$ cat config.mk
export PLATFORM = sky130hd
export DESIGN_NAME = motor_wb_regs
export DESIGN_NICKNAME = d
export VERILOG_FILES = /design/src/verilog/motor_pkg.sv /design/src/verilog/motor_wb_regs.sv
export VERILOG_INCLUDE_DIRS = /design/src /design/src/verilog
export SDC_FILE = /design/constraint.sdc
export NUM_CORES = 1
export LEC_CHECK = 0
export CORE_ASPECT_RATIO = 1.1
export CORE_UTILIZATION = 35
export DETAILED_ROUTE_END_ITERATION = 7
export DONT_BUFFER_PORTS = 1
export HOLD_SLACK_MARGIN = 0.03
export PLACE_DENSITY = 0.45
export SETUP_SLACK_MARGIN = 0.3
export SYNTH_ARGS = -nofsm -noshare
export SYNTH_HDL_FRONTEND = slang
export SYNTH_SLANG_ARGS = --single-unit
export TNS_END_PERCENT = 5
$ cat constraint.sdc
create_clock -name clk -period 2.2 [get_ports clk]
set_input_delay 0.11 -clock clk [delete_from_list [all_inputs] [get_ports clk]]
set_output_delay 0.11 -clock clk [all_outputs]
set_load 0.05 [all_outputs]
$ cat src/verilog/motor_cfg.svh
`ifndef MOTOR_CFG_SVH
`define MOTOR_CFG_SVH

// datapath widths
`define MOTOR_STEP_W    16
`define MOTOR_SPEED_W   16
`define MOTOR_RAMP_AW   9
`define MOTOR_MS_W      3
`define MOTOR_WB_AW     12
`define MOTOR_WB_DW     32

// settle ticks on a direction change, at least 2
`define MOTOR_REV_DELAY 4
// clk cycles per step tick
`define MOTOR_TICK_DIV  4

// register word offsets
`define REG_CTRL        0
`define REG_SPEED       1
`define REG_STEPS       2
`define REG_STROKE      3
`define REG_LIMITS      4
`define REG_STATUS      5
`define RAMP_BASE_ACC   'h200
`define RAMP_BASE_DEC   'h400

// CTRL bits
`define CTRL_START      0
`define CTRL_STOP       1
`define CTRL_DIR        2
`define CTRL_MS_LSB     4
`define CTRL_XEN        8
`define CTRL_XRST       9

// LIMITS and STATUS fields
`define LIMITS_DEAC_LSB 16
`define STATUS_BUSY     0
`define STATUS_ZPSIGN   1
`define STATUS_TPSIGN   2
`define STATUS_SPEED_LSB 16

`endif
$ cat src/verilog/motor_pkg.sv
`default_nettype none
`include "motor_cfg.svh"

package motor_pkg;

	// bit 1 marks an active move
	typedef enum logic [1:0] {
		IDLE    = 2'b00,
		PREPARE = 2'b10,
		RUNNING = 2'b11
	} motor_state_e;

	typedef enum logic [2:0] {
		WB_CTRL   = `REG_CTRL,
		WB_SPEED  = `REG_SPEED,
		WB_STEPS  = `REG_STEPS,
		WB_STROKE = `REG_STROKE,
		WB_LIMITS = `REG_LIMITS,
		WB_STATUS = `REG_STATUS
	} wb_reg_e;

	typedef struct packed {
		logic [`MOTOR_SPEED_W-1:0] speed;
		logic [`MOTOR_STEP_W-1:0]  steps;
		logic [`MOTOR_STEP_W-1:0]  stroke;
		logic                      dir;
		logic [`MOTOR_MS_W-1:0]    ms;
		logic [`MOTOR_RAMP_AW-1:0] acce_max;
		logic [`MOTOR_RAMP_AW-1:0] deac_max;
		logic                      xen;
		logic                      xrst;
	} motor_cmd_t;

	typedef struct packed {
		logic                      busy;
		logic                      zpsign;
		logic                      tpsign;
		logic [`MOTOR_SPEED_W-1:0] speed;
	} motor_status_t;

	// sel high targets the deceleration table
	typedef struct packed {
		logic                      en;
		logic                      sel;
		logic [`MOTOR_RAMP_AW-1:0] addr;
		logic [`MOTOR_SPEED_W-1:0] data;
	} ramp_wr_t;

	typedef struct packed {
		logic                      en;
		logic [`MOTOR_RAMP_AW-1:0] acce_addr;
		logic [`MOTOR_RAMP_AW-1:0] deac_addr;
	} ramp_rd_t;

endpackage

`default_nettype wire

$ cat src/verilog/motor_wb_regs.sv
`timescale 1ns/1ps
`default_nettype none
`include "motor_cfg.svh"

module motor_wb_regs import motor_pkg::*; (
	input  wire                      clk,
	input  wire                      resetn,
	input  wire                      i_wb_cyc,
	input  wire                      i_wb_stb,
	input  wire                      i_wb_we,
	input  wire [`MOTOR_WB_AW-1:0]   i_wb_adr,
	input  wire [`MOTOR_WB_DW-1:0]   i_wb_dat,
	output logic [`MOTOR_WB_DW-1:0]  o_wb_dat,
	output logic                     o_wb_ack,
	input  wire motor_status_t       i_status,
	output motor_cmd_t               o_cmd,
	output logic                     o_start,
	output logic                     o_stop,
	output ramp_wr_t                 o_ramp_wr
);
	localparam int WAW = `MOTOR_WB_AW;
	localparam int DW = `MOTOR_WB_DW;
	localparam int AW = `MOTOR_RAMP_AW;
	localparam int VW = `MOTOR_SPEED_W;
	localparam int SW = `MOTOR_STEP_W;
	localparam int MW = `MOTOR_MS_W;
	localparam logic [WAW-1:0] ACC_BASE = `RAMP_BASE_ACC;
	localparam logic [WAW-1:0] DEC_BASE = `RAMP_BASE_DEC;

	logic req, wr, reg_hit, acc_hit, dec_hit, ctrl_wr;
	wb_reg_e reg_sel;
	logic [DW-1:0] rd_data;

	// no wait states, ack follows every new request
	assign req = i_wb_cyc && i_wb_stb && !o_wb_ack;
	assign wr = req && i_wb_we;
	assign reg_sel = wb_reg_e'(i_wb_adr[2:0]);
	assign reg_hit = (i_wb_adr[WAW-1:3] == '0);
	assign acc_hit = (i_wb_adr[WAW-1:AW] == ACC_BASE[WAW-1:AW]);
	assign dec_hit = (i_wb_adr[WAW-1:AW] == DEC_BASE[WAW-1:AW]);
	assign ctrl_wr = wr && reg_hit && (reg_sel == WB_CTRL);

	// only status is readable
	always_comb begin
		rd_data = '0;
		if (reg_hit && reg_sel == WB_STATUS) begin
			rd_data[`STATUS_BUSY] = i_status.busy;
			rd_data[`STATUS_ZPSIGN] = i_status.zpsign;
			rd_data[`STATUS_TPSIGN] = i_status.tpsign;
			rd_data[`STATUS_SPEED_LSB +: VW] = i_status.speed;
		end
	end

	always_ff @(posedge clk) begin
		if (!resetn) begin
			o_wb_ack <= 1'b0;
			o_start <= 1'b0;
			o_stop <= 1'b0;
			o_ramp_wr.en <= 1'b0;
			o_cmd <= '0;
		end else begin
			o_wb_ack <= req;
			// start and stop are strobes, never stored
			o_start <= ctrl_wr && i_wb_dat[`CTRL_START];
			o_stop <= ctrl_wr && i_wb_dat[`CTRL_STOP];
			o_ramp_wr.en <= wr && (acc_hit || dec_hit);
			o_ramp_wr.sel <= dec_hit;
			o_ramp_wr.addr <= i_wb_adr[AW-1:0];
			o_ramp_wr.data <= i_wb_dat[VW-1:0];
			if (wr && reg_hit) begin
				case (reg_sel)
					WB_CTRL: begin
						o_cmd.dir <= i_wb_dat[`CTRL_DIR];
						o_cmd.ms <= i_wb_dat[`CTRL_MS_LSB +: MW];
						o_cmd.xen <= i_wb_dat[`CTRL_XEN];
						o_cmd.xrst <= i_wb_dat[`CTRL_XRST];
					end
					WB_SPEED: o_cmd.speed <= i_wb_dat[VW-1:0];
					WB_STEPS: o_cmd.steps <= i_wb_dat[SW-1:0];
					WB_STROKE: o_cmd.stroke <= i_wb_dat[SW-1:0];
					WB_LIMITS: begin
						o_cmd.acce_max <= i_wb_dat[AW-1:0];
						o_cmd.deac_max <= i_wb_dat[`LIMITS_DEAC_LSB +: AW];
					end
					default: ;
				endcase
			end
		end
	end

	always_ff @(posedge clk) begin
		if (req)
			o_wb_dat <= rd_data;
	end

	a_ack_single: assert property (@(posedge clk) disable iff (!resetn)
		o_wb_ack |=> !o_wb_ack);

endmodule

`default_nettype wire

Yosys cells after proc, flatten, opt, wreduce, memory -nomap -nowiden
Cells that the tools add are included.
{"block": "word_totals", "reg_bits": 121, "latchBits": 0, "ram_bits": 0, "mem_bits_ro": 0, "inputBits": 68, "out_inout_bits": 134, "wordCells": 42, "memories": 0}
{"block": "op_classes", "addsub": 0, "n_mul": 0, "div": 0, "order_cmp": 0, "eq_ne": 7, "shift": 0, "muxes": 0, "bitwise": 0, "n_reduce_logical": 18}
{"cell": "$reduce_and A2 Y1", "count": 5}
{"cell": "$eq A3 B2 Y1 const B", "count": 3}
{"cell": "$logic_and A1 B1 Y1", "count": 9}
{"cell": "$logic_not A9 Y1", "count": 1}
{"cell": "$eq A3 B1 Y1 const B", "count": 2}
{"cell": "$eq A3 B3 Y1 const B", "count": 2}
{"cell": "$logic_not A3 Y1", "count": 1}
{"cell": "$logic_not A1 Y1", "count": 1}
{"cell": "$logic_or A1 B1 Y1", "count": 1}

Longest topological paths before layout
{"block": "logic_depth", "ltp_word": 6, "mapped_depth": 6, "mapped_depth_nobuf": 4}

Worst setup path after synthesis
Ideal clock, no wire load.
{"block": "synth_timing", "kind": "reg2reg", "from": "reg o_wb_ack", "to": "reg o_wb_dat[0], enable pin", "setup_time_ps": 395, "arrival_time_ps": 1394, "t_required_ps": 1805, "path_slack_ps": 411, "path_stages_with_launch": 2, "n_path_buf": 0, "synth_period_minus_slack_ps": 1789, "cell_sequence": "dfxtp_1 > nor2_1"}
{"block": "synth_via", "elab_chain_len": 2}
{"item": "start: declaration", "line": "motor_wb_regs.sv:14", "text": "output logic o_wb_ack,"}
{"item": "start signal: assignment", "line": "motor_wb_regs.sv:62", "text": "o_wb_ack <= req;"}
{"item": "$logic_not A1 Y1", "line": "motor_wb_regs.sv:35", "text": "assign req = i_wb_cyc && i_wb_stb && !o_wb_ack;"}
{"item": "$logic_and A1 B1 Y1", "line": "motor_wb_regs.sv:35"}
{"item": "named net req", "line": "motor_wb_regs.sv:30", "text": "logic req, wr, reg_hit, acc_hit, dec_hit, ctrl_wr;"}
{"item": "end signal: assignment", "line": "motor_wb_regs.sv:93", "text": "o_wb_dat <= rd_data;"}
{"item": "end: declaration", "line": "motor_wb_regs.sv:13", "text": "output logic [`MOTOR_WB_DW-1:0] o_wb_dat,"}
The timed path passes the listed nets, and every way through them passes these cells.
A chain may end at the register's enable or synchronous reset.

Final worst setup path
{"block": "layout_timing", "from": "reg o_wb_ack", "to": "reg o_stop"}
{"block": "layout_via", "elab_chain_len": 6}
{"item": "$logic_not A1 Y1", "line": "motor_wb_regs.sv:35"}
{"item": "$logic_and A1 B1 Y1", "line": "motor_wb_regs.sv:35"}
{"item": "$logic_and A1 B1 Y1", "line": "motor_wb_regs.sv:36", "text": "assign wr = req && i_wb_we;"}
{"item": "$logic_and A1 B1 Y1 (2 in a row)", "line": "motor_wb_regs.sv:41", "text": "assign ctrl_wr = wr && reg_hit && (reg_sel == WB_CTRL);"}
{"item": "$logic_and A1 B1 Y1", "line": "motor_wb_regs.sv:65", "text": "o_stop <= ctrl_wr && i_wb_dat[`CTRL_STOP];"}
{"item": "end signal: assignment", "line": "motor_wb_regs.sv:65"}
{"item": "end: declaration", "line": "motor_wb_regs.sv:18", "text": "output logic o_stop,"}
Every way passes these cells.

==> flow_summary.json <==
{
  "syn_avg_cell_area_um2": 12.02,
  "peakVddDrop_mv": 0.4596,
  "synth_area_um2": 4458,
  "synth_warnings": 0,
  "grt_max_degree": 77,
  "run_status": "finished, final reports clean",
  "dp_hpwl_um": 6637,
  "yosys.area.top_type": "dfxtp_1",
  "synthAdderAreaFrac_pct": 0,
  "clk_pin_slew_ps": 60,
  "hp-start": "i_wb_adr[9]",
  "synthMuxAreaShare_pct": 14.15,
  "critical_path_arrival_ps": 2190,
  "crit_type": "register to register",
  "worst_slew_pin_slew_ps": 568.1,
  "coreArea_um2": 12240,
  "min_path_type": "input pin to register",
  "place_inst": 512,
  "synth_xor_area_share_pct": 0.1965,
  "synth.top_cell.area_share_pct": 34.13,
  "grt_setup_unrepaired": "yes",
  "hold_ws_ps": 72.89,
  "drv_slew": 0,
  "cp-startpoint": "o_wb_ack$_SDFF_PN0_",
  "fmax_mhz": 543.3,
  "utilization_pct": 50.34,
  "pin_count": 202,
  "clock_sinks": 121,
  "whs_path_depth": 2,
  "clockBufferDepth": 2,
  "start_util_pct": 36.41,
  "grt.overflow.total": 0,
  "grt_pass1_wl_um": 17060,
  "drive_gt1_share_pct": 9.751,
  "place_area_um2": 4553,
  "fin_nets": 537,
  "die_area_um2": 13190,
  "ant_nets": 0,
  "p_per_area_nw_per_um2": 937.7,
  "cts_tree": "built",
  "maxSlewHeadroom_pct": 62.07,
  "drtPass1Iterations": 4,
  "synth_top_family_by_area": "simple AND/OR/NAND/NOR gates",
  "diodes": 0,
  "synth_compound_area_share_pct": 2.021,
  "grt_pass1_vias": 3161,
  "ys_seq_area_share_pct": 64.44,
  "wl_per_cell_um": 17.77,
  "synthTopCellsByArea": "dfxtp_1 34%, edfxtp_1 30%, mux2i_1 14%",
  "antenna_found_initial": 0,
  "htree_levels": 4,
  "clock_skew_ps": 7.318,
  "synth-seq-cells": 121,
  "path_max_fanout": 5,
  "clk_latency_ps": 410,
  "layout.cells.non_filler": 636,
  "setup_viol_count_final": 0,
  "viasPerCell": 4.896,
  "die_w_um": 109.6,
  "endpoint_kind": "register",
  "finalSetupTns_ps": 0,
  "die_h_um": 120.4,
  "nFillCells": 1100,
  "multi_input_area_um2": 1431,
  "routed_wl_um": 11300,
  "vias": 3114,
  "fp-row-count": 42,
  "mostFrequentLayoutCells": "90 x dlygate4sd3_1, 81 x nand2_1, 76 x dfxtp_1, 63 x mux2i_1, 45 x edfxtp_1",
  "root_buffer": "clkbuf_16",
  "gp_congestion": 0.6473,
  "synthSimpleGateAreaFrac_pct": 14.54,
  "cts_buffers": 17,
  "synthFlopType": "dfxtp_1",
  "port_buffers": 0,
  "synth_cells": 371,
  "async_reset_ff_share_pct": 0,
  "start_kind": "register",
  "areaGrowthSynthToFinish_pct": 38.25,
  "synth_edf_count": 45,
  "initialDrtViolationCount": 160,
  "required_ps": 2550,
  "power.leakage_nw": 2.149,
  "drv_cap": 0,
  "grt.total_usage_pct": 17.60,
  "timing_hold_violations_final": 0,
  "seqCellArea_um2": 2873,
  "min_period_ps": 1841,
  "drc_errors": 0,
  "rr_worst_depth": 5,
  "fin_crit_sh_pct": 83.67,
  "final_common_cell": "dlygate4sd3_1",
  "final_cell_area_um2": 6163,
  "r2r-start": "o_wb_ack$_SDFF_PN0_",
  "ys_types": 31
}
## power breakdown
part	total (mW)	internal, mW	switching, mW
clock network	2.96	1.98	0.981
registers	2.60	2.39	0.213
logic	0.219	0.0888	0.130
total	5.78	4.46	1.32
## layout make-up
class	instances	share of cell area [%]
flip-flops and latches	121	46.61
multi-input cells	229	23.22
repair buffers	99	16.24
clock buffers	26	9.643
well taps	154	3.126
clock inverters	6	1.096
inverters	1	0.06090
## flip-flops by register name (all words and copies together) (netlist names)
register and flops:
o_cmd 72, o_ramp_wr 27, o_start 1, o_stop 1
o_wb_ack 1, o_wb_dat 19
## repair_timing
item / CTS / global route
endpoints found under the hold margin: 147 / 0
hold buffers: 91 / 0
setup buffers: 0 / 1
endpoints found under the setup margin: 0 / 9
gates resized for setup: 0 / 0
## stage by stage
step / worst slack [ps] / total power [mW]
finish: 359.2 / 5.779
global placement: 404.5 / 2.748
floorplan: 411.3 / 2.764
global route: 253.0 / 6.002
CTS: 352.1 / 5.857
detailed placement: 361.8 / 2.748
## worst max-delay path, cell delays in order, from the launching register on
cell and delay, ps:
dfxtp_1 320, and4b_1 260, nand4_2 190, nor3_1 280, and3_1 200, dlygate4sd3_1 540
## cell families after synthesis
family | after synthesis
compound gates | 18
flops | 121
mux | 63
buf+inv | 33
other cells | 1
simple gates | 134
xor+xnor | 1
## synth_stat cells (2+ instances only)
master     n
nand2_1   81
dfxtp_1   76
mux2i_1   63
edfxtp_1  45
and2_1    20
buf_4     14
clkbuf_1  13
nand3_1   10
a21oi_1    9
o21ai_0    9
and3_1     3
nor2_1     3
nor3_1     3
buf_6      2
nor2_2     2
nor4_1     2
or3_1      2
## metal layers
layer	GRT usage (%)	vias up	routed length, µm
met3	6.846	13	1023
li1	-	1447	-
met2	29.36	134	5545
met1	19.88	1520	4563
met5	0	-	0
met4	7.250	0	169
## path summary, 6_finish.rpt
kind                        endpoint  slack [ps]
min reg2reg      o_wb_ack$_SDFF_PN0_         470
max                o_stop$_SDFF_PN0_         360
max reg2reg        o_stop$_SDFF_PN0_         360
min          o_ramp_wr[25]$_DFFE_PP_          70
Power figures use the tool's default switching activity.
