--- src/verilog/motor_cfg.svh ---
`ifndef MOTOR_CFG_SVH
`define MOTOR_CFG_SVH

// datapath widths
`define MOTOR_STEP_W    16
`define MOTOR_SPEED_W   16
`define MOTOR_RAMP_AW   9
`define MOTOR_MS_W      3
`define MOTOR_WB_AW     12
`define MOTOR_WB_DW     32

// settle ticks on a direction change, at least 2
`define MOTOR_REV_DELAY 4
// clk cycles per step tick
`define MOTOR_TICK_DIV  4

// register word offsets
`define REG_CTRL        0
`define REG_SPEED       1
`define REG_STEPS       2
`define REG_STROKE      3
`define REG_LIMITS      4
`define REG_STATUS      5
`define RAMP_BASE_ACC   'h200
`define RAMP_BASE_DEC   'h400

// CTRL bits
`define CTRL_START      0
`define CTRL_STOP       1
`define CTRL_DIR        2
`define CTRL_MS_LSB     4
`define CTRL_XEN        8
`define CTRL_XRST       9

// LIMITS and STATUS fields
`define LIMITS_DEAC_LSB 16
`define STATUS_BUSY     0
`define STATUS_ZPSIGN   1
`define STATUS_TPSIGN   2
`define STATUS_SPEED_LSB 16

`endif
--- src/verilog/motor_pkg.sv ---
`default_nettype none
`include "motor_cfg.svh"

package motor_pkg;

	// bit 1 marks an active move
	typedef enum logic [1:0] {
		IDLE    = 2'b00,
		PREPARE = 2'b10,
		RUNNING = 2'b11
	} motor_state_e;

	typedef enum logic [2:0] {
		WB_CTRL   = `REG_CTRL,
		WB_SPEED  = `REG_SPEED,
		WB_STEPS  = `REG_STEPS,
		WB_STROKE = `REG_STROKE,
		WB_LIMITS = `REG_LIMITS,
		WB_STATUS = `REG_STATUS
	} wb_reg_e;

	typedef struct packed {
		logic [`MOTOR_SPEED_W-1:0] speed;
		logic [`MOTOR_STEP_W-1:0]  steps;
		logic [`MOTOR_STEP_W-1:0]  stroke;
		logic                      dir;
		logic [`MOTOR_MS_W-1:0]    ms;
		logic [`MOTOR_RAMP_AW-1:0] acce_max;
		logic [`MOTOR_RAMP_AW-1:0] deac_max;
		logic                      xen;
		logic                      xrst;
	} motor_cmd_t;

	typedef struct packed {
		logic                      busy;
		logic                      zpsign;
		logic                      tpsign;
		logic [`MOTOR_SPEED_W-1:0] speed;
	} motor_status_t;

	// sel high targets the deceleration table
	typedef struct packed {
		logic                      en;
		logic                      sel;
		logic [`MOTOR_RAMP_AW-1:0] addr;
		logic [`MOTOR_SPEED_W-1:0] data;
	} ramp_wr_t;

	typedef struct packed {
		logic                      en;
		logic [`MOTOR_RAMP_AW-1:0] acce_addr;
		logic [`MOTOR_RAMP_AW-1:0] deac_addr;
	} ramp_rd_t;

endpackage

`default_nettype wire

--- src/verilog/step_motor_axis.sv ---
`timescale 1ns/1ps
`default_nettype none
`include "motor_cfg.svh"

module step_motor_axis import motor_pkg::*; (
	input  wire                       clk,
	input  wire                       resetn,
	input  wire                       i_tick,
	input  wire motor_cmd_t           i_cmd,
	input  wire                       i_start,
	input  wire                       i_stop,
	input  wire                       i_zpd,
	input  wire [`MOTOR_SPEED_W-1:0]  i_acce_data,
	input  wire [`MOTOR_SPEED_W-1:0]  i_deac_data,
	output ramp_rd_t                  o_rd,
	output motor_status_t             o_status,
	output logic                      o_drive,
	output logic                      o_dir,
	output logic [`MOTOR_MS_W-1:0]    o_ms,
	output wire                       o_xen,
	output wire                       o_xrst
);
	localparam int SW = `MOTOR_STEP_W;
	localparam int VW = `MOTOR_SPEED_W;
	localparam int AW = `MOTOR_RAMP_AW;
	localparam int REV = `MOTOR_REV_DELAY;
	localparam int RW = (REV > 2) ? $clog2(REV - 1) : 1;

	motor_state_e state;
	logic start_d, stop_d, start_pend, stop_pend;
	logic is_idle, should_start, should_stop, high_end;
	logic step_done, rd_en, drive_d, drive_fall, tpsign;
	logic [5:1] rd_pipe;
	logic [RW-1:0] rev_cnt;
	logic [VW-1:0] speed_max, speed_var, speed_cur, speed_cnt;
	logic [SW-1:0] step_cnt, step_remain, fstep_cnt, fstep_remain;
	logic [SW-1:0] stroke_q, position, pos_next;
	logic [AW-1:0] acce_max_q, deac_max_q, acce_addr_q, deac_addr_q;

	assign is_idle = (state == IDLE);
	assign should_start = i_tick && start_pend && is_idle;
	assign high_end = (state == RUNNING) && (speed_cnt == '0) && o_drive;
	// dir 0 runs toward the stroke end, dir 1 toward zero
	assign should_stop = (step_done && speed_cnt == '0) || (tpsign && !o_dir) ||
		(i_zpd && o_dir);
	assign o_xen = i_cmd.xen;
	assign o_xrst = i_cmd.xrst;

	// edges held until the next tick
	always_ff @(posedge clk) begin
		if (!resetn) begin
			start_d <= 1'b0;
			stop_d <= 1'b0;
			start_pend <= 1'b0;
			stop_pend <= 1'b0;
		end else begin
			start_d <= i_start;
			stop_d <= i_stop;
			if (start_pend)
				start_pend <= !i_tick;
			else if (i_start && !start_d && is_idle)
				start_pend <= 1'b1;
			if (stop_pend)
				stop_pend <= !i_tick;
			else if (i_stop && !stop_d && !is_idle)
				stop_pend <= 1'b1;
		end
	end

	// move parameters held for the whole move
	always_ff @(posedge clk) begin
		if (should_start) begin
			speed_max <= i_cmd.speed;
			stroke_q <= i_cmd.stroke;
			acce_max_q <= i_cmd.acce_max;
			deac_max_q <= i_cmd.deac_max;
			o_ms <= i_cmd.ms;
		end
	end

	always_ff @(posedge clk) begin
		if (!resetn)
			o_dir <= 1'b0;
		else if (should_start)
			o_dir <= i_cmd.dir;
	end

	always_ff @(posedge clk) begin
		if (!resetn) begin
			state <= IDLE;
			rev_cnt <= '0;
		end else if (i_tick) begin
			case (state)
				IDLE: begin
					rev_cnt <= '0;
					if (start_pend)
						state <= (o_dir == i_cmd.dir) ? RUNNING : PREPARE;
				end
				PREPARE: begin
					rev_cnt <= rev_cnt + 1'b1;
					if (stop_pend)
						state <= IDLE;
					else if (rev_cnt == RW'(REV - 2))
						state <= RUNNING;
				end
				RUNNING: begin
					if (stop_pend || should_stop)
						state <= IDLE;
				end
				default: state <= IDLE;
			endcase
		end
	end

	// done counts up, remaining counts down, one per drive pulse
	always_ff @(posedge clk) begin
		if (!resetn) begin
			step_cnt <= '0;
			step_remain <= '0;
			step_done <= 1'b0;
		end else if (i_tick) begin
			if (state != RUNNING)
				step_done <= 1'b0;
			else if (high_end && step_remain == '0)
				step_done <= 1'b1;
			if (should_start) begin
				step_cnt <= '0;
				step_remain <= i_cmd.steps - 1'b1;
			end else if (high_end) begin
				step_cnt <= step_cnt + 1'b1;
				step_remain <= step_remain - 1'b1;
			end
		end
	end

	// lookup launched at start and at the end of each high half
	always_ff @(posedge clk) begin
		if (!resetn) begin
			rd_en <= 1'b0;
			rd_pipe <= '0;
		end else begin
			rd_pipe <= {rd_pipe[4:1], rd_en};
			rd_en <= !rd_en && (should_start || (i_tick && high_end));
		end
	end

	always_ff @(posedge clk) begin
		if (rd_en) begin
			fstep_cnt <= step_cnt >> o_ms;
			fstep_remain <= step_remain >> o_ms;
		end
		if (rd_pipe[1]) begin
			acce_addr_q <= (fstep_cnt < SW'(acce_max_q)) ? fstep_cnt[AW-1:0] : acce_max_q;
			deac_addr_q <= (fstep_remain < SW'(deac_max_q)) ? fstep_remain[AW-1:0] : deac_max_q;
		end
		// table data lands two cycles after the read enable
		if (rd_pipe[4])
			speed_var <= (i_acce_data > i_deac_data) ? i_acce_data : i_deac_data;
	end

	// larger half-period means slower, so the max is the limit
	always_ff @(posedge clk) begin
		if (!resetn)
			speed_cur <= '0;
		else if (should_start)
			speed_cur <= i_cmd.speed;
		else if (rd_pipe[5])
			speed_cur <= (speed_var > speed_max) ? speed_var : speed_max;
	end

	always_ff @(posedge clk) begin
		if (!resetn) begin
			speed_cnt <= '0;
			o_drive <= 1'b0;
		end else if (i_tick) begin
			if (state != RUNNING || stop_pend || should_stop) begin
				speed_cnt <= '0;
				o_drive <= 1'b0;
			end else if (speed_cnt == '0) begin
				speed_cnt <= speed_cur;
				if (!step_done)
					o_drive <= !o_drive;
			end else begin
				speed_cnt <= speed_cnt - 1'b1;
			end
		end
	end

	// position moves on each falling drive edge
	assign drive_fall = drive_d && !o_drive;

	always_comb begin
		pos_next = position;
		if (!o_dir) begin
			if (position != stroke_q)
				pos_next = position + 1'b1;
		end else if (position > SW'(1)) begin
			pos_next = position - 1'b1;
		end
	end

	always_ff @(posedge clk) begin
		if (!resetn) begin
			drive_d <= 1'b0;
			position <= SW'(1);
			tpsign <= 1'b0;
		end else begin
			drive_d <= o_drive;
			if (i_zpd) begin
				position <= SW'(1);
				tpsign <= 1'b0;
			end else if (drive_fall) begin
				position <= pos_next;
				tpsign <= (pos_next == stroke_q);
			end
		end
	end

	assign o_rd = '{en: rd_pipe[2], acce_addr: acce_addr_q, deac_addr: deac_addr_q};
	assign o_status = '{busy: !is_idle, zpsign: i_zpd, tpsign: tpsign, speed: speed_cur};

	if (REV < 2) begin : g_rev_check
		$error("reverse delay must be at least 2 ticks");
	end

	a_state_legal: assert property (@(posedge clk) disable iff (!resetn)
		state inside {IDLE, PREPARE, RUNNING});

	a_drive_quiet: assert property (@(posedge clk) disable iff (!resetn)
		(state != RUNNING) |-> !o_drive);

endmodule

`default_nettype wire

--- config.mk ---
export PLATFORM = sky130hd
export DESIGN_NAME = step_motor_axis
export DESIGN_NICKNAME = d
export VERILOG_FILES = /design/src/verilog/motor_pkg.sv /design/src/verilog/step_motor_axis.sv
export VERILOG_INCLUDE_DIRS = /design/src /design/src/verilog
export SDC_FILE = /design/constraint.sdc
export NUM_CORES = 1
export LEC_CHECK = 0
export BUFFER_PORTS_ARGS = -buffer_cell sky130_fd_sc_hd__buf_2
export CORE_ASPECT_RATIO = 1.75
export CORE_MARGIN = 4
export CORE_UTILIZATION = 35
export CTS_CLUSTER_DIAMETER = 200
export DETAILED_ROUTE_END_ITERATION = 12
export PLACE_DENSITY = 0.64
export SLEW_MARGIN = 20
export SYNTH_ARGS = -nofsm -noshare
export SYNTH_HDL_FRONTEND = slang
export SYNTH_SLANG_ARGS = --single-unit
--- constraint.sdc ---
create_clock -name clk -period 4.4 [get_ports clk]
set_input_delay 0.44 -clock clk [delete_from_list [all_inputs] [get_ports clk]]
set_output_delay 0.44 -clock clk [all_outputs]
set_load 0.005 [all_outputs]
# == Word level (Yosys, flattened, before mapping) ==
# Index checks and enable logic that the tools add are counted.
# totals
ff_bits,218
input_bits,110
wordCells,127
# classes
n_addsub,7
order_cmp,5
n_eq_ne,11
n_shift,2
n_mux,31
bitwise,1
n_reduce_logical,42
# op_table
op,count
$mux 16,13
$sub 16x1->16 const B,4
$add 16x1->16 const B,2
$gt 16x16->1,2
$logic_not 16->1,2
$lt 16x9->1,2
$shr 16x3->16,2
$mux 9,2
$eq 16x16->1,1
$gt 16x1->1 const B,1
$ne 16x16->1,1
$logic_and 1x1->1,15
$mux 1,10
$reduce_bool 2->1,5
$mux 2,4
$logic_not 1->1,7
$eq 2x2->1 const B,3
$logic_or 1x1->1,6
$pmux 2 s3,1
$reduce_and 2->1,3
$ne 2x1->1 const B,2
$ne 2x2->1 const B,2
$pmux 2 s2,1
$reduce_and 4->1,1
other kinds (7),7

# == Longest topological paths before layout ==
# Gate-level depths: netlist of the first run.
# logic_depth
word_depth,7
depth_mapped,14

# == Least setup slack after synthesis of the first run ==
# No wires, ideal clock.
# synth_path
kind,input to register
from,in i_tick
to,reg step_remain[12]
setup_time_ns,0.115
arrival_ns,4.337
t_required_ns,4.285
setup_slack_ns,-0.052
cell_stages,14
cell_sequence,nand4bb_1 -> clkbuf_1 -> inv_1 -> clkbuf_1 -> buf_1 -> mux2i_1 -> ha_1 -> o21ai_1 -> nor2_1 -> nand2_1 -> nor3_1 -> xnor2_1 -> nand2_1 -> and3_1
# synth_via
elab_chain_len,4
elab_cells_between_ends,5
# synth_rtl
element,line_no,text
start: declaration,step_motor_axis.sv:8,"input wire i_tick,"
$logic_and 1x1->1 (2 in a row),step_motor_axis.sv:41,assign should_start = i_tick && start_pend && is_idle;
$reduce_bool 2->1 (no source line),n/a,
$reduce_and 2->1 (no source line),n/a,
end signal: assignment,step_motor_axis.sv:128,step_remain <= i_cmd.steps - 1'b1;
end signal: assignment,step_motor_axis.sv:131,step_remain <= step_remain - 1'b1;
end: declaration,step_motor_axis.sv:36,"logic [SW-1:0] step_cnt, step_remain, fstep_cnt, fstep_remain;"
# Parallel ways exist; a longest one is shown, timed or not.
# A chain may end at the register's enable or synchronous reset.

# == Worst setup path in the final report of the first run ==
# layout_path
from,reg position[4]
to,reg tpsign
# layout_via
elab_chain_len,4
elab_cells_between_ends,8
# layout_rtl
element,line_no,text
start: declaration,step_motor_axis.sv:37,"logic [SW-1:0] stroke_q, position, pos_next;"
start signal: assignment,step_motor_axis.sv:213,position <= pos_next;
"$add 16x1->16, or another cell as far along",step_motor_axis.sv:196,pos_next = position + 1'b1;
$mux 16 (on tied branches),"step_motor_axis.sv:195, step_motor_axis.sv:197",
$mux 16 *,step_motor_axis.sv:194,if (!o_dir) begin
$eq 16x16->1 *,step_motor_axis.sv:214,tpsign <= (pos_next == stroke_q);
end signal: assignment,step_motor_axis.sv:214,
end: declaration,step_motor_axis.sv:32,"logic step_done, rd_en, drive_d, drive_fall, tpsign;"
# Every way passes the cells marked *; elsewhere a longest branch is shown, timed or not.

==> flow_summary.toml, run 1 <==
[clock_tree]
clkSinkCount = 218
hold_buffers = 0
cts_buffers = 23
clk_pin_slew_ps = 60
clk_latency_ps = 530
tritoncts = "done"
cts_root_buf = "clkbuf_16"
max-clock-path-buffers = 3
cts_setup_buffers = 0
h-tree-depth = 1
cts-resized-gates = 0

[timing]
relSlewSlack_pct = 33.9
tns_ps = 0
fmax_mhz = 307
slew_violations = 0
finClkSkew_ps = 8.79
fin_crit_sh_pct = 74.1
setup_viol = 0
setup_ws_ps = 1140
fin_crit_ps = 3260
hold_viol = 0
worstMarginPinSlew_ps = 990
grt_setup_unrepaired = "false"
timing.hold.ws_ps = 87.3

[synthesis]
async_reset_ff_share_pct = 0
synth_top_area_share_pct = 28.7
ys_seq_elements = 218
yosysTopAreaCell = "edfxtp_1"
synth.yosys.warnings = 0
synth_nets = 1483
synth_area_per_cell_sq_um = 9.46
synth_seq_area_share_pct = 44.6
synth.most_common_cell = "nand2_1"
netlist-cell-type-count = 69
synth_ff_type = "edfxtp_1"
netlist_top_cells_area = "edfxtp_1 29%, dfxtp_1 16%, ha_1 5.6%"
syn_area_sq_mm = 0.0125
synth_edf_count = 119
postSynthCellCount = 1317
synth_top_cells_by_count = "147 x nand2_1, 119 x edfxtp_1, 112 x nor2_1"

[pwr]
p_sw_share_pct = 25.0
ir_worst_vdd_mv = 0.217
power_density_mw_per_mm2 = 337
power_frac_seq_pct = 46.8
internal_power_w = 0.00365
clkPwrFrac_pct = 41.8
power.switching_w = 0.00122
comb_power_share_pct = 11.4
p_leak_nw = 5.71

[die]
fp.coreArea_sq_mm = 0.0352
die_h_um = 258
die_area_sq_mm = 0.0388
ioPinCount = 155
start_util_pct = 35.4
dieWidth_um = 151
row_count = 91

[routing]
ant_nets = 0
wire_per_inst_um = 16.8
met1_length_um = 12400
first_pass_iters = 8
drc_errors = 0
wl_met3_um = 1770
drt-initial-drc-count = 473
top_layer_used = "met5"
num_vias = 10100
wl_met2_um = 17100
vias_per_cell = 5.24
wirelength_um = 32300

[global_routing]
grt_pass1_vias = 10200
grt_max_degree = 76
grt_use_total_pct = 16.3
grt_antenna_before_repair = 4
grt_pass1_wl_um = 51300
grt-ovfl-total = 0

[place]
place_ws_ps = 1160
io_buffer_count = 150
dpl.cell_count = 1878
dp.final_hpwl_um = 24300
place_congestion = 0.900

[critical_path]
worstPathArrival_ps = 3720
path_class = "reg2reg"
critPathCaptureType = "register"
critPathMaxFanout = 14
crit_required_ps = 4860
start_kind = "register"

[final_layout]
instances_no_fill = 1921
multi_input_area_sq_mm = 0.00637
regArea_sq_mm = 0.00556
drive_gt1_share_pct = 18.4
area_growth_syn_to_layout_pct = 15.8
final_nets = 1604
nFillCells = 3433

[run_status]
outcome = "complete, no violations"

[job]
drv_cap = 0

[hold_path]
hold_class = "in2reg"
==> final timing paths <==
kind	slack (ps)	cells past startpoint	start	end
setup / recovery	1140	9	position[4]	tpsign
hold / removal	90	1	i_cmd[20]	o_ms[0]
setup reg to reg	1140	9	position[4]	tpsign
hold reg to reg	460	1	rd_pipe[3]	rd_pipe[4]
==> cells by family after synthesis <==
kind of cell | synth area share (%)
adder cells (fa/ha/maj) | 5.62
flip-flops | 44.6
XOR/XNOR | 5.83
AO/OA/AOI/OAI | 14.2
buffers and inverters | 4.37
multiplexers | 6.81
AND/OR/NAND/NOR | 18.6
==> power groups by stage <==
stage	clock network (W)	registers (W)	logic, W
6_report	0.00203	0.00228	0.000557
5_1_grt	0.00216	0.00228	0.000624
4_1_cts	0.00210	0.00228	0.000562
3_5_place_dp	0	0.00232	0.000557
3_3_place_gp	0	0.00232	0.000548
2_1_floorplan	0	0.00230	0.000385
==> cells in the final DEF (no fill, tap or decap), types with 13 or more instances in the layout <==
cell type  count
a21boi_0      21
a21oi_1       72
a32o_1        16
and2_1        23
buf_2        150
buf_4         18
clkbuf_16     23
dfxtp_1       99
edfxtp_1     119
ha_1          56
inv_1         63
mux2_2        42
mux2i_1       33
nand2_1      147
nand3_1       27
nand4_1       22
nor2_1       112
nor2b_1       23
nor3_1        44
nor4_1        17
o21ai_0       77
o221ai_1      17
or3_1         13
xnor2_1       43
xor2_1        38
==> routing by layer <==
layer	GRT usage [%]	vias to the layer above
met3	3.37	67
met4	5.85	6
met1	17.4	4769
li1	-	4985
met5	0	-
met2	30.9	242
==> flip-flops by register name, summed over array words and instances (netlist names), 2 cells and up <==
register and count:
acce_addr_q 9, speed_cnt 16, speed_cur 16, rd_pipe 5
speed_var 16, o_ms 3, deac_addr_q 9, step_cnt 16
position 16, rev_cnt 2, acce_max_q 9, fstep_remain 16
stroke_q 16, step_remain 16, fstep_cnt 16, speed_max 16
state 2, deac_max_q 9
==> per-stage QoR <==
step	utilization (%)	total power, W	cell area, sq um
floorplan	-	0.00268	12500
CTS	41.0	0.00494	14400
global route	41.0	0.00507	14400
global placement	38.8	0.00287	13600
detailed placement	38.8	0.00288	13600
finish	41.0	0.00486	14400
==> critical path: stages, from the launching register on <==
cell       delay, ps
dfxtp_1          650
xor2_1           180
or4b_4           580
nor4_4           320
mux2_2           380
a221o_1          330
a2111oi_2        330
o2111a_1         220
nand4_1           70
o21ai_1          120
==> cell type report <==
| class | instances | share of cell area, % |
|---|---|---|
| diodes | 1 | 0.0173 |
| inverters | 65 | 1.71 |
| clock buffers | 30 | 4.33 |
| flip-flops and latches | 218 | 38.5 |
| clock inverters | 12 | 1.09 |
| well taps | 465 | 4.03 |
| multi-input cells | 962 | 44.2 |
| repair buffers | 168 | 6.14 |
No activity file was read; power rests on OpenSTA's default activity.
==> run 2, diff against run 1 <==
--- a/config.mk
+++ b/config.mk
@@ -12,7 +12,7 @@
 export CORE_UTILIZATION = 35
 export CTS_CLUSTER_DIAMETER = 200
 export DETAILED_ROUTE_END_ITERATION = 12
-export PLACE_DENSITY = 0.64
+export PLACE_DENSITY = 0.62
 export SLEW_MARGIN = 20
 export SYNTH_ARGS = -nofsm -noshare
 export SYNTH_HDL_FRONTEND = slang
==> constraint.sdc (replaced) <==
create_clock -name clk -period 3 [get_ports clk]
set_input_delay 0.3 -clock clk [delete_from_list [all_inputs] [get_ports clk]]
set_output_delay 0.3 -clock clk [all_outputs]
set_load 0.005 [all_outputs]
==> flow_summary.toml, run 2 (synthesis gave the netlist of run 1 again) <==
[global_routing]
grt-ovfl-total = 0
grt_pass1_wl_um = 52800
grt_use_total_pct = 16.8
grt_antenna_before_repair = 7
grt_max_degree = 85
grt_pass1_vias = 10500

[routing]
wire_per_inst_um = 16.5
drc_errors = 0
first_pass_iters = 5
num_vias = 10400
wirelength_um = 33400
vias_per_cell = 5.11
drt-initial-drc-count = 498
ant_nets = 0

[critical_path]
crit_cells = 9
max_stage_delay_ps = 550
r2r.worst_path.cells = 9
r2r_start = "stroke_q[10]"
crit_start = "stroke_q[10]"
crit_buf_inv = 0
r2r-end = "tpsign"
endpoint = "tpsign"
worstPathArrival_ps = 3320
crit_required_ps = 3470
cp_cell_sequence = "xor2_2 -> or4b_4 -> nor4_4 -> mux2_2 -> a221o_1 -> a2111oi_2 -> o2111a_1 -> nand4_1 -> o21ai_1"
critical_path.top_delay_family = "compound AO/OA/AOI/OAI gates"
start_kind = "register"
crit_slowest_cell = "or4b_4"
critPathCaptureType = "register"
critPathMaxFanout = 3
r2r_setup_slack_ps = 150
path_class = "reg2reg"

[timing]
grt_setup_unrepaired = "false"
tns_ps = 0
finClkSkew_ps = 20.3
fmax_mhz = 351
relSlewSlack_pct = 33.9
setup_ws_ps = 147
hold_viol = 0
fin_crit_sh_pct = 95.1
worstMarginPinSlew_ps = 990
slew_violations = 0
setup_viol = 0
fin_crit_ps = 2850

[final_layout]
final_cell_area_sq_mm = 0.0154
drive_gt1_share_pct = 20.2
final_nets = 1703
area_growth_syn_to_layout_pct = 23.7
instances_no_fill = 2025
nFillCells = 3424
final_common_cell = "buf_2"
final_cell_mix = "150 x buf_2, 147 x nand2_1, 119 x edfxtp_1"

[pwr]
power.switching_w = 0.00182
clkPwrFrac_pct = 42.8
power_frac_seq_pct = 44.9
p_leak_nw = 6.19
internal_power_w = 0.00560
ir_worst_vdd_mv = 0.358
power_density_mw_per_mm2 = 481
p_sw_share_pct = 24.5
comb_power_share_pct = 12.3

[place]
place_ws_ps = 1.38
dpl.cell_count = 1921
dp.final_hpwl_um = 24800
place_congestion = 0.895
placed_area_sq_mm = 0.0140
io_buffer_count = 150

[hold_path]
min_from = "i_cmd[23]"
hold_class = "in2reg"

[clock_tree]
tritoncts = "done"
cts_buffers = 24
cts_root_buf = "clkbuf_16"
clkSinkCount = 218
max-clock-path-buffers = 3
h-tree-depth = 1
clk_latency_ps = 540
clk_pin_slew_ps = 60

[job]
drv_cap = 0

[die]
die_h_um = 258
dieWidth_um = 151
fp.coreArea_sq_mm = 0.0352
start_util_pct = 35.4
die_area_sq_mm = 0.0388
row_count = 91
ioPinCount = 155

[run_status]
outcome = "complete, no violations"
## run 2: power groups by stage
stage	Sequential [W]	Clock [W]	Combinational, W
floorplan	0.00337	0	0.000567
global placement	0.00339	0	0.000842
detailed placement	0.00339	0	0.000855
CTS	0.00333	0.00327	0.000916
global route	0.00334	0.00339	0.00102
finish	0.00333	0.00317	0.000913
## run 2: layer usage
metal | wire length, um | vias to the layer above | global-route usage, %
met2 | 17400 | 269 | 31.1
met3 | 1860 | 90 | 3.51
met1 | 12600 | 4804 | 17.9
met4 | 1410 | 8 | 7.46
met5 | 68 | - | 0
li1 | - | 5182 | -
## run 2: repair_timing
item / in CTS / in global routing
hold buffers: 55 / 0
resized for setup: 0 / 6
endpoints found under the setup margin: 1 / 5
hold endpoints to repair: 60 / 0
setup buffers: 0 / 0
pin swaps: 1 / 2
## run 2: worst min-delay path: cells and delay by family
kind                   cells  cell delay [ps]
AOI/OAI and AO/OA          1               70
and+or+nand+nor            1               50
buffers and inverters      1              110
## run 2: worst min-delay path by stage
stage                          endpoint  cells past startpoint
final                             o_dir                      3
after CTS                         o_dir                      3
after detailed placement     rd_pipe[4]                      1
after global routing              o_dir                      3
after floorplan           acce_max_q[0]                      0
after global placement       rd_pipe[4]                      1
## run 2: stage by stage
step           hold slack, ps  power [W]  utilization, %
2_1_floorplan             399    0.00394               -
3_3_place_gp              431    0.00423            39.7
3_5_place_dp              424    0.00424            39.7
4_1_cts                  12.7    0.00751            43.7
5_1_grt                  36.3    0.00775            43.8
6_report                 52.4    0.00741            43.8
## run 2: cell type report
cell class | count | area (sq um) | area share [%]
Timing Repair Buffer | 266 | 1770 | 11.5
Sequential cell | 218 | 5560 | 36.0
Antenna cell | 5 | 12.5 | 0.0812
Clock buffer | 27 | 622 | 4.03
Clock inverter | 17 | 220 | 1.43
Multi-Input combinational cell | 962 | 6400 | 41.5
Inverter | 65 | 246 | 1.60
Tap cell | 465 | 582 | 3.77
==> run 3, diff against run 2 <==
--- a/config.mk
+++ b/config.mk
@@ -12,7 +12,7 @@
 export CORE_UTILIZATION = 35
 export CTS_CLUSTER_DIAMETER = 200
 export DETAILED_ROUTE_END_ITERATION = 12
-export PLACE_DENSITY = 0.62
+export SKIP_LAST_GASP = 1
 export SLEW_MARGIN = 20
 export SYNTH_ARGS = -nofsm -noshare
 export SYNTH_HDL_FRONTEND = slang
==> flow_summary.toml, run 3 (synthesis gave the netlist of run 1 again) <==
[run_status]
outcome = "complete, no violations"

[clock_tree]
clk_latency_ps = 530
tritoncts = "done"
clkSinkCount = 218
cts_root_buf = "clkbuf_16"
h-tree-depth = 1
clk_pin_slew_ps = 70
max-clock-path-buffers = 3
cts_setup_buffers = 0
cts_buffers = 24

[timing]
worstMarginPinSlew_ps = 997
fin_crit_ps = 2780
grt_setup_unrepaired = "false"
relSlewSlack_pct = 33.4
setup_viol = 0
setup_ws_ps = 222
fin_crit_sh_pct = 92.6
hold_viol = 0
slew_violations = 0
tns_ps = 0
finClkSkew_ps = 11.4
fmax_mhz = 360

[place]
dp.final_hpwl_um = 25500
place_ws_ps = -84.6
io_buffer_count = 150
dpl.cell_count = 1929
place_congestion = 0.892

[job]
drv_cap = 0

[pwr]
p_leak_nw = 6.23
ir_worst_vdd_mv = 0.320
power_density_mw_per_mm2 = 471

[die]
die_h_um = 258
row_count = 91
dieWidth_um = 151
ioPinCount = 155
fp.coreArea_sq_mm = 0.0352
start_util_pct = 35.4
die_area_sq_mm = 0.0388

[final_layout]
final_nets = 1711
area_growth_syn_to_layout_pct = 24.0
drive_gt1_share_pct = 20.5
final_common_cell = "buf_2"
instances_no_fill = 2032
nFillCells = 3373
final_cell_mix = "150 x buf_2, 147 x nand2_1, 119 x edfxtp_1"
regArea_sq_mm = 0.00556
multi_input_area_sq_mm = 0.00642
finalCoreUtilization_pct = 43.9

[critical_path]
crit_slowest_cell = "or4_1"
max_stage_delay_ps = 450
crit_required_ps = 3460
critPathCaptureType = "register"
path_class = "reg2reg"
start_kind = "register"
cp_common_cell = "or3_1"
crit_buf_inv = 0
cp_cell_sequence = "or3_1 -> or3_1 -> or4_1 -> o21a_1 -> nand2b_1 -> nor3_1 -> nand2_1 -> xor2_1 -> a21oi_1"
worstPathArrival_ps = 3240
critical_path.top_delay_family = "simple AND/OR/NAND/NOR gates"
critPathMaxFanout = 7

[routing]
first_pass_iters = 5
vias_per_cell = 5.10
wire_per_inst_um = 16.7
drt-initial-drc-count = 439
num_vias = 10400
ant_nets = 0
wirelength_um = 33900
drc_errors = 0

[global_routing]
grt_pass1_vias = 10600
grt_max_degree = 85
grt-ovfl-total = 0
grt_use_total_pct = 17.3
grt_pass1_wl_um = 54400
grt_antenna_before_repair = 7

[hold_path]
hold_class = "in2reg"
## run 3: cell type report
type	instances	share of cell area, %
Timing Repair Buffer	274	11.9
Clock buffer	35	4.56
Clock inverter	9	0.648
Tap cell	465	3.77
Antenna cell	4	0.0648
Inverter	65	1.60
Multi-Input combinational cell	962	41.5
Sequential cell	218	36.0
## run 3: worst paths after layout
kind	from	to	slack (ps)	cells after the start
worst max register to register	step_remain[2]	step_remain[15]	220	9
worst min register to register	rd_pipe[3]	rd_pipe[4]	440	1
worst max-delay path	step_remain[2]	step_remain[15]	220	9
worst min-delay path	i_cmd[23]	o_dir	40	3
## run 3: metal layers
layer	track usage, %	routed length, um	part of all wire [%]	vias to the layer above
met4	6.48	1100	3.2	4
met3	3.11	1590	4.7	67
met5	0	24	0.071	-
met1	18.5	12800	38	4882
li1	-	-	-	5196
met2	33.1	18300	54	215
## run 3: through the flow
step	hold WS, ps	power [W]	instance area, sq um
final	42.1	0.00728	15400
after global routing	47.4	0.00761	15400
after CTS	9.21	0.00738	15400
after detailed placement	431	0.00426	14000
after global placement	436	0.00424	14000
after floorplan	399	0.00394	12500
## run 3: repair_timing
action / in CTS / in global routing
setup endpoints to repair: 1 / 1
resized for setup: 1 / 8
hold buffers: 55 / 0
pin swaps: 1 / 4
endpoints found under the hold margin: 56 / 0
## run 3: tightest hold or removal path: stages
cell      delay (ps)
buf_2            110
nand2_1           40
a21boi_0          60
## run 3: report_power, final
part           switching (W)  internal [W]  total, W
clock network        0.00123       0.00180   0.00303
registers          0.0000763       0.00325   0.00333
logic               0.000490      0.000430  0.000920
